$ cat src/verilog/fp_conv_cfg.svh
// Single precision format constants for the float to int converter.
// Changing these does not retarget the datapath to another float format.
`ifndef FP_CONV_CFG_SVH
`define FP_CONV_CFG_SVH

// exponent bias of the binary32 format.
`define FP_EXP_BIAS 127

// stored fraction bits without the hidden one.
`define FP_MANT_BITS 23

// result width, two's complement.
`define INT_WIDTH 32

// result for |x| >= 2^31, infinities and NaNs.
`define INT_SAT_VALUE 32'h8000_0000

// alignment stops once the unbiased exponent reaches this.
`define SHIFT_STOP_EXP 31

`endif
$ cat src/verilog/fp_conv_pkg.sv
// Types shared by the float to int converter blocks.
// Word widths come from the format macros.
`include "fp_conv_cfg.svh"

package fp_conv_pkg;

  // raw binary32 word: sign, 8 bit exponent field, fraction.
  typedef logic [`FP_MANT_BITS+8:0] fp_word_t;

  typedef logic [`INT_WIDTH-1:0] int_word_t;

  // unbiased exponent, wide enough for -127 and +128.
  typedef logic signed [8:0] exp_t;

  // hidden one at the msb, fraction below it, zero padded.
  typedef logic [`INT_WIDTH-1:0] mant_t;

  typedef struct packed {
    logic  sign;
    exp_t  exp;
    mant_t mant;
  } fp_fields_t;

  typedef enum logic [2:0] {
    idle,
    classify,
    align,
    pack,
    emit
  } conv_state_t;

  typedef enum logic [1:0] {
    res_zero,
    res_sat,
    res_shifted
  } result_sel_t;

endpackage

$ cat src/verilog/fp_to_int_unit.sv
// Float to signed 32 bit integer, truncating toward zero.
// Out of range, inf and NaN give 80000000 hex. One conversion at a time.
`timescale 1ns/1ps

module fp_to_int_unit (
  input  logic                   clk,
  input  logic                   rst,
  input  logic                   a_stb,
  input  fp_conv_pkg::fp_word_t  a_data,
  input  logic                   z_ack,
  output logic                   a_ack,
  output logic                   z_stb,
  output fp_conv_pkg::int_word_t z_data
);

  import fp_conv_pkg::*;

  logic        load_operand;
  logic        is_zero;
  logic        is_overflow;
  logic        shift_start;
  logic        shift_done;
  logic        result_load;
  result_sel_t result_sel;
  fp_fields_t  fields;
  mant_t       mant;

  conv_ctrl i_conv_ctrl (
    .clk          (clk),
    .rst          (rst),
    .a_stb        (a_stb),
    .z_ack        (z_ack),
    .is_zero      (is_zero),
    .is_overflow  (is_overflow),
    .shift_done   (shift_done),
    .a_ack        (a_ack),
    .z_stb        (z_stb),
    .load_operand (load_operand),
    .shift_start  (shift_start),
    .result_load  (result_load),
    .result_sel   (result_sel)
  );

  fp_unpack i_fp_unpack (
    .clk          (clk),
    .load_operand (load_operand),
    .a_data       (a_data),
    .fields       (fields),
    .is_zero      (is_zero),
    .is_overflow  (is_overflow)
  );

  mant_shifter i_mant_shifter (
    .clk         (clk),
    .rst         (rst),
    .shift_start (shift_start),
    .fields      (fields),
    .shift_done  (shift_done),
    .mant        (mant)
  );

  int_pack i_int_pack (
    .clk         (clk),
    .rst         (rst),
    .result_load (result_load),
    .result_sel  (result_sel),
    .fields      (fields),
    .mant        (mant),
    .z_data      (z_data)
  );

endmodule

$ cat src/verilog/conv_ctrl.sv
// Control FSM for the converter, one item in flight.
// Both ports transfer on the edge where strobe and ack are high;
// the DUT lowers its own ack or strobe on that edge.
`timescale 1ns/1ps

module conv_ctrl (
  input  logic                     clk,
  input  logic                     rst,
  input  logic                     a_stb,
  input  logic                     z_ack,
  input  logic                     is_zero,
  input  logic                     is_overflow,
  input  logic                     shift_done,
  output logic                     a_ack,
  output logic                     z_stb,
  output logic                     load_operand,
  output logic                     shift_start,
  output logic                     result_load,
  output fp_conv_pkg::result_sel_t result_sel
);

  import fp_conv_pkg::*;

  conv_state_t state;
  result_sel_t sel_q;

  assign load_operand = (state == idle) && a_ack && a_stb;
  assign shift_start  = (state == classify) && !is_zero && !is_overflow;
  assign result_load  = (state == pack);
  assign result_sel   = sel_q;

  always_ff @(posedge clk) begin
    if (rst) begin
      state <= idle;
      a_ack <= 1'b0;
      z_stb <= 1'b0;
      sel_q <= res_zero;
    end else begin
      case (state)
        idle: begin
          a_ack <= 1'b1;
          if (a_ack && a_stb) begin
            a_ack <= 1'b0;
            state <= classify;
          end
        end

        classify: begin
          if (is_zero) begin
            sel_q <= res_zero;
            state <= pack;
          end else if (is_overflow) begin
            sel_q <= res_sat;
            state <= pack;
          end else begin
            sel_q <= res_shifted; // shifter started this cycle.
            state <= align;
          end
        end

        align: begin
          if (shift_done) begin
            state <= pack;
          end
        end

        pack: begin
          state <= emit;
        end

        emit: begin
          z_stb <= 1'b1;
          if (z_stb && z_ack) begin
            z_stb <= 1'b0;
            state <= idle;
          end
        end

        default: begin
          state <= idle;
        end
      endcase
    end
  end

  // input and output phases never overlap.
  a_one_phase: assert property (@(posedge clk) disable iff (rst)
    !(a_ack && z_stb));

  // a waiting result keeps its strobe and is not reloaded.
  a_z_hold: assert property (@(posedge clk) disable iff (rst)
    z_stb && !z_ack |=> z_stb && !result_load);

endmodule

$ cat src/verilog/int_pack.sv
// Result register. The aligned mantissa saturates if the hidden
// one is still at the msb, else the sign is applied.
`timescale 1ns/1ps
`include "fp_conv_cfg.svh"

module int_pack (
  input  logic                     clk,
  input  logic                     rst,
  input  logic                     result_load,
  input  fp_conv_pkg::result_sel_t result_sel,
  input  fp_conv_pkg::fp_fields_t  fields,
  input  fp_conv_pkg::mant_t       mant,
  output fp_conv_pkg::int_word_t   z_data
);

  import fp_conv_pkg::*;

  int_word_t shifted;
  int_word_t next_z;

  always_comb begin
    if (mant[`INT_WIDTH-1]) begin
      shifted = `INT_SAT_VALUE; // 2^31 and up including -2^31.
    end else if (fields.sign) begin
      shifted = int_word_t'(-mant);
    end else begin
      shifted = int_word_t'(mant);
    end
  end

  always_comb begin
    case (result_sel)
      res_sat:     next_z = `INT_SAT_VALUE;
      res_shifted: next_z = shifted;
      default:     next_z = '0;
    endcase
  end

  always_ff @(posedge clk) begin
    if (rst) begin
      z_data <= '0;
    end else if (result_load) begin
      z_data <= next_z;
    end
  end

endmodule

$ cat src/verilog/mant_shifter.sv
// Aligns the mantissa one bit per cycle toward integer weight.
// Expects an exponent no larger than the stop exponent at start.
`timescale 1ns/1ps
`include "fp_conv_cfg.svh"

module mant_shifter (
  input  logic                    clk,
  input  logic                    rst,
  input  logic                    shift_start,
  input  fp_conv_pkg::fp_fields_t fields,
  output logic                    shift_done,
  output fp_conv_pkg::mant_t      mant
);

  import fp_conv_pkg::*;

  exp_t  exp_q;
  mant_t mant_q;
  logic  busy;
  logic  finished;

  // stop at integer weight or once every bit has shifted out.
  assign finished = (exp_q >= exp_t'(`SHIFT_STOP_EXP)) || (mant_q == '0);

  always_ff @(posedge clk) begin
    if (rst) begin
      busy       <= 1'b0;
      shift_done <= 1'b0;
    end else if (shift_start) begin
      busy       <= 1'b1;
      shift_done <= 1'b0;
    end else if (busy && finished) begin
      busy       <= 1'b0;
      shift_done <= 1'b1; // held until next start.
    end
  end

  always_ff @(posedge clk) begin
    if (shift_start) begin
      exp_q  <= fields.exp;
      mant_q <= fields.mant;
    end else if (busy && !finished) begin
      exp_q  <= exp_q + exp_t'(1);
      mant_q <= mant_q >> 1;
    end
  end

  assign mant = mant_q;

  // overflow operands must have been routed to saturation by the controller.
  a_exp_in_range: assert property (@(posedge clk) disable iff (rst)
    busy |-> (exp_q <= exp_t'(`SHIFT_STOP_EXP)));

endmodule

$ cat src/verilog/fp_unpack.sv
// Holds the accepted float and splits it into fields.
// a_data is sampled only on load_operand; classification is combinational.
`timescale 1ns/1ps
`include "fp_conv_cfg.svh"

module fp_unpack (
  input  logic                    clk,
  input  logic                    load_operand,
  input  fp_conv_pkg::fp_word_t   a_data,
  output fp_conv_pkg::fp_fields_t fields,
  output logic                    is_zero,
  output logic                    is_overflow
);

  import fp_conv_pkg::*;

  fp_word_t   operand_q;
  logic [7:0] exp_field;

  always_ff @(posedge clk) begin
    if (load_operand) begin
      operand_q <= a_data;
    end
  end

  assign exp_field = operand_q[`FP_MANT_BITS+7:`FP_MANT_BITS];

  always_comb begin
    fields.sign = operand_q[`FP_MANT_BITS+8];
    fields.exp  = exp_t'({1'b0, exp_field}) - exp_t'(`FP_EXP_BIAS);
    fields.mant = {1'b1, operand_q[`FP_MANT_BITS-1:0],
                   {(`INT_WIDTH-1-`FP_MANT_BITS){1'b0}}}; // hidden one restored.
  end

  // zero and subnormals alike.
  assign is_zero = (exp_field == 8'd0);

  // also catches inf and NaN as field 255 gives +128.
  assign is_overflow = (fields.exp > exp_t'(`SHIFT_STOP_EXP));

endmodule

$ cat config.mk
export PLATFORM = sky130hd
export DESIGN_NAME = fp_to_int_unit
export DESIGN_NICKNAME = d
export VERILOG_FILES = /design/src/verilog/fp_conv_pkg.sv /design/src/verilog/fp_to_int_unit.sv /design/src/verilog/conv_ctrl.sv /design/src/verilog/int_pack.sv /design/src/verilog/mant_shifter.sv /design/src/verilog/fp_unpack.sv
export VERILOG_INCLUDE_DIRS = /design/src /design/src/verilog
export SDC_FILE = /design/constraint.sdc
export NUM_CORES = 1
export LEC_CHECK = 0
export ABC_AREA = 1
export BUFFER_PORTS_ARGS = -buffer_cell sky130_fd_sc_hd__buf_2
export CORE_MARGIN = 5
export CORE_UTILIZATION = 30
export DETAILED_ROUTE_END_ITERATION = 12
export SETUP_SLACK_MARGIN = 0.4
export SLEW_MARGIN = 20
export SYNTH_ARGS = -nofsm -noshare
export SYNTH_HDL_FRONTEND = slang
export SYNTH_HIERARCHICAL = 1
export SYNTH_SLANG_ARGS = --single-unit
$ cat constraint.sdc
create_clock -name clk -period 5.4 [get_ports clk]
set_input_delay 0.27 -clock clk [delete_from_list [all_inputs] [get_ports clk]]
set_output_delay 0.27 -clock clk [all_outputs]
set_load 0.01 [all_outputs]
======== Word level (Yosys, flattened, before mapping) ========
Index checks and enable logic that the tools add are counted.
word-level totals
  output and inout port bits .............. 34
  bits in read-only memories .............. 0
  memories kept ........................... 0
  flip-flop bits (word level) ............. 114
  logic and storage cells ................. 63
  input bits .............................. 36
  bits in writable memories ............... 0
  bits in latches ......................... 0
operators by class
  $mul .................................... 0
  shift operators ......................... 0
  reductions and logical operators ........ 19
  multiplexer cells ....................... 19
  div/mod/pow operators ................... 0
  bitwise gates (word level) .............. 0
  add/sub/neg operators ................... 3
  equal/unequal tests ..................... 9
  magnitude comparators ................... 2
operators by type and width
  operator             number
  $mux 32              2
  $pmux 32 s2          1
  $mux 31              2
  $logic_not 32->1     1
  $neg 32->32          1
  $mux 9               2
  $pmux 3 s5           1
  $mux 3               4
  $add 9x2->9 const B  1
  $ge 9x6->1 const B   1
  $gt 9x6->1 const B   1
  $sub 8x7->9 const B  1
  $logic_and 1x1->1    8
  $logic_not 8->1      1
  $eq 3x2->1 const B   2
  $mux 1               5
  $mux 2               2
  $ne 2x1->1 const B   2
  $reduce_bool 2->1    2
  $eq 3x1->1 const B   1
  $eq 3x3->1 const B   1
  $logic_not 1->1      3
  $logic_not 3->1      1
  $reduce_and 3->1     1
  other kinds (5)      5

======== Logic depth before layout (Yosys ltp) ========
  depth after elaboration ................. 6
  mapped depth ............................ 17
  depth with buffers taken out ............ 16

======== Cells and area by module ========
The synthesis kept the hierarchy.
by module, submodules not included
  module        times used  area each (um^2)  sequential area each (um^2)  cells an instance
  int_pack      1           2123.3            640.6                        355
  mant_shifter  1           2084.5            1271.2                       236
  fp_unpack     1           1465.2            960.9                        118
  conv_ctrl     1           347.8             140.1                        48

======== Worst setup path before layout ========
Ideal clock, no wire load.
  path type ............................... register to register
  from .................................... register i_conv_ctrl.state[0]
  to ...................................... register i_fp_unpack.operand_q[0] (enable)
  arrival time ............................ 2.820 ns
  path buffers ............................ 0
  slack ................................... 2.119 ns
  stages on the path, launching flop included .. 4
  setup time .............................. 0.461 ns
  cell sequence ........................... dfxtp_1 -> nor2_1 -> inv_1 -> nor3_1
on the way
  cells in the longest elaborated chain, start to end .. 3
ends and longest elaborated chain
  element                          line                  RTL
  from (decl)                      conv_ctrl.sv:24       conv_state_t state;
  from (signal assigned)           conv_ctrl.sv:34       state <= idle;
  from (signal assigned)           conv_ctrl.sv:44       state <= classify;
  from (signal assigned)           conv_ctrl.sv:51       state <= pack;
  $logic_not 3->1                  conv_ctrl.sv:27       assign load_operand = (state == idle) && a_ack && a_stb;
  $logic_and 1x1->1 (2 in series)  conv_ctrl.sv:27
  net load_operand                 fp_to_int_unit.sv:18  logic load_operand;
  to (signal assigned)             fp_unpack.sv:22       operand_q <= a_data;
  to (decl)                        fp_unpack.sv:17       fp_word_t operand_q;
The timed path passes the listed nets, and every way through them passes these cells.
A chain may end at the register's enable or synchronous reset.

==> flow_summary_export.csv <==
group,metric,value,unit
outcome,status,"complete, no violations",
layout,fin_nets,848,
pwr,comb_power_share,0.213,
pwr,clkPwrFrac,0.359,
placement,dp_hpwl,9983,um
synth,synthFlopType,"edfxtp_1",
cts,clkSinkCount,114,
synth,synth-seq-cells,114,
synth,synth.distinct_cells,41,
worst_setup_path,critPathArrivalTime,3.70,ns
flow_run,drv_cap,0,
synth,ys_warn_count,6,
pwr,vdd_drop_max,0.0001872,V
drt,drt-vias-per-instance,4.475,
pwr,internal-power,2115,uW
drt,drt-initial-drc-count,428,
pwr,p_leak,0.002915,uW
cts,htree_num_levels,4,
sta,finalSetupTns,0,ns
cts,ctsHoldBuffers,0,
drt,dr.pass1.iters,5,
worst_setup_path,r2r_start,"i_fp_unpack/operand_q[23]",
floorplanning,core,19590,sq um
worst_hold_path,hold_class,"primary input to flop",
worst_hold_path,whs_path_depth,1,
drt,drc,0,
synth,avgSynthCellArea,7.953,sq um
synth,synthTopCellsByArea,"edfxtp_1 36%, nand2_1 16%, dfxtp_1 14%",
placement,gp_congestion,0.8283,
worst_setup_path,reg2reg_depth,15,
grt,grt_start_max_net_pins,48,
sta,clock_skew,0.01126,ns
synth,yosysTopAreaCell,"edfxtp_1",
grt,grt_pass1_vias,4589,
worst_hold_path,hp-start,"a_data[15]",
sta,fin_crit,3.537,ns
sta,setup_viol,0,
synth,ys_seq_area_frac,0.5004,
sta,hold_violations,0,
synth,synth_edf_count,73,
grt,track_usage,0.1267,
cts,ctsRootBufferMaster,"clkbuf_16",
floorplanning,top_level_ports,70,
floorplanning,start_util,0.3073,
floorplanning,die-width,151.7,um
sta,drv_slew,0,
sta,fmax,0.2827,GHz
sta,rsz0062_at_grt,"no",
sta,timing.final.crit_share,0.6550,
pwr,p_sw,1007,uW
worst_setup_path,end_kind,"flop",
grt,antenna_found_initial,1,
grt,grt_pass1_wl,22740,um
sta,slew_headroom,0.3344,
pwr,swShare,0.3225,
worst_setup_path,cp_max_fo,37,
pwr,p_seq_frac,0.428,
synth,netlist_area,6021,sq um
synth,synthArstFlopShare,0,
cts,cts_max_path_buffers,2,
drt,wire_per_inst,12.88,um
worst_setup_path,path_class,"flop to flop",
cts,cts_resized,0,
sta,whs,0.02604,ns
cts,clk_pin_slew,0.06,ns
floorplanning,die_h,151.7,um
synth,yosys.area.top_type_share,0.3641,
floorplanning,die-area,23000,sq um
layout,diodes,0,
worst_setup_path,cp.required,5.56,ns
layout,final_common_cell,"nand2_1",
grt,grt-ovfl-total,0,
worst_setup_path,start_kind,"flop",
layout,final_cell_mix,"258 x nand2_1, 76 x nor2_1, 73 x edfxtp_1",
drt,wirelength,13950,um
layout,drive_above_1_share,0.1638,
cts,clk_latency,0.42,ns
placement,place_ws,1.854,ns
drt,postRouteAntennaNets,0,
sta,tightest_slew,0.9960,ns
pwr,finalPower,3122,uW
layout,area_delta_synth_final,16.35,%
cts,postCtsSetupRepairBufs,0,
placement,io_buffers,69,
sta,worst_slack,1.863,ns
cts,numCtsBuffers,17,
synth,netlist_instances,757,
worst_setup_path,reg2reg_setup_slack,1.86,ns
pwr,powerDensity,445.7,nW/um^2
floorplanning,rows,51,
drt,vias,4846,
cts,cts_tree,"yes",
worst_setup_path,r2r-end,"i_mant_shifter/exp_q[3]",
worst_hold_path,hold_end,"i_fp_unpack/operand_q[15]",
## final cells by class
cell class	instances	area, sq um
Tap cell	265	331.6
Sequential cell	114	3013
Fill cell	2059	12580
Inverter	69	264.0
Timing Repair Buffer	75	390.4
Clock buffer	20	446.7
Clock inverter	12	141.4
Multi-Input combinational cell	528	2419
## cells by family after synthesis
family | synth area share
DFF | 0.5004
and+or+nand+nor | 0.2972
xor gates and xnor gates | 0.007273
other | 0.001247
AOI/OAI and AO/OA | 0.07627
adders and majority gates | 0.01455
buffers and inverters | 0.1031
## per-stage QoR
step | util | cells | area, sq um
after floorplan | - | 764 | 6047
after global placement | 0.3276 | 1051 | 6417
after detailed placement | 0.3276 | 1051 | 6417
after CTS | 0.3576 | 1083 | 7005
after global routing | 0.3576 | 1083 | 7005
final | 0.3576 | 1083 | 7005
## cell usage after synthesis (2+ instances only)
cell type / instances
nand2_1: 258
nor2_1: 76
edfxtp_1: 73
inv_1: 58
nand3_1: 51
a21oi_1: 46
dfxtp_1: 41
buf_4: 34
o21ai_0: 14
o21ai_1: 13
inv_2: 10
clkbuf_1: 9
ha_1: 7
nand3b_1: 7
buf_2: 6
nand4_1: 6
nor3_1: 5
xor2_1: 5
o21bai_1: 4
buf_6: 3
nor2_2: 3
or2_2: 3
a21oi_2: 2
conb_1: 2
nand2_2: 2
nor2_4: 2
o21ai_2: 2
or2_1: 2
## power by group through the flow
stage	Combinational [uW]	Clock (uW)	Sequential, uW
final	666	1120	1340
after global placement	656	0	1340
after global routing	775	1190	1360
after detailed placement	666	0	1350
after floorplan	581	0	1290
after CTS	674	1150	1330
## per-layer routing
layer / share of wire / track usage / vias to the layer above
met4: 0.016 / 0.04672 / 2
met1: 0.47 / 0.1706 / 2179
met5: 0.00050 / 0 / -
li1: - / - / 2518
met3: 0.072 / 0.04283 / 19
met2: 0.45 / 0.1891 / 128
## worst max-delay path by stage
stage | start | slack (ns) | cells past startpoint | endpoint
6_report | i_fp_unpack/operand_q[23] | 1.86 | 15 | i_mant_shifter/exp_q[3]
5_1_grt | i_fp_unpack/operand_q[24] | 1.47 | 15 | i_mant_shifter/exp_q[3]
4_1_cts | i_fp_unpack/operand_q[23] | 1.81 | 15 | i_mant_shifter/exp_q[3]
3_5_place_dp | i_fp_unpack/operand_q[24] | 1.85 | 15 | i_mant_shifter/exp_q[0]
3_3_place_gp | i_fp_unpack/operand_q[23] | 1.91 | 15 | i_mant_shifter/exp_q[0]
2_1_floorplan | i_conv_ctrl/state[0] | 2.12 | 3 | i_fp_unpack/operand_q[0]
## flip-flops by register name, indices dropped and copies added, names as in the netlist, 2 cells and up
signal,count
i_mant_shifter/exp_q,9
i_fp_unpack/operand_q,32
i_conv_ctrl/state,3
i_int_pack/z_data,32
i_conv_ctrl/result_sel,2
i_mant_shifter/mant,32
## worst max-delay path, stage by stage (launching register included)
cell and delay [ns]:
edfxtp_1 0.36, inv_1 0.11, ha_1 0.32, nand3b_1 0.10
nor2_1 0.12, nand2_1 0.06, nor2_1 0.10, nor2_1 0.06
nor2_1 0.12, inv_1 0.05, nand2_1 0.07, or2_4 0.13
inv_1 0.05, inv_2 0.44, nand2_1 0.75, buf_4 0.44
Power figures use the tool's default switching activity.
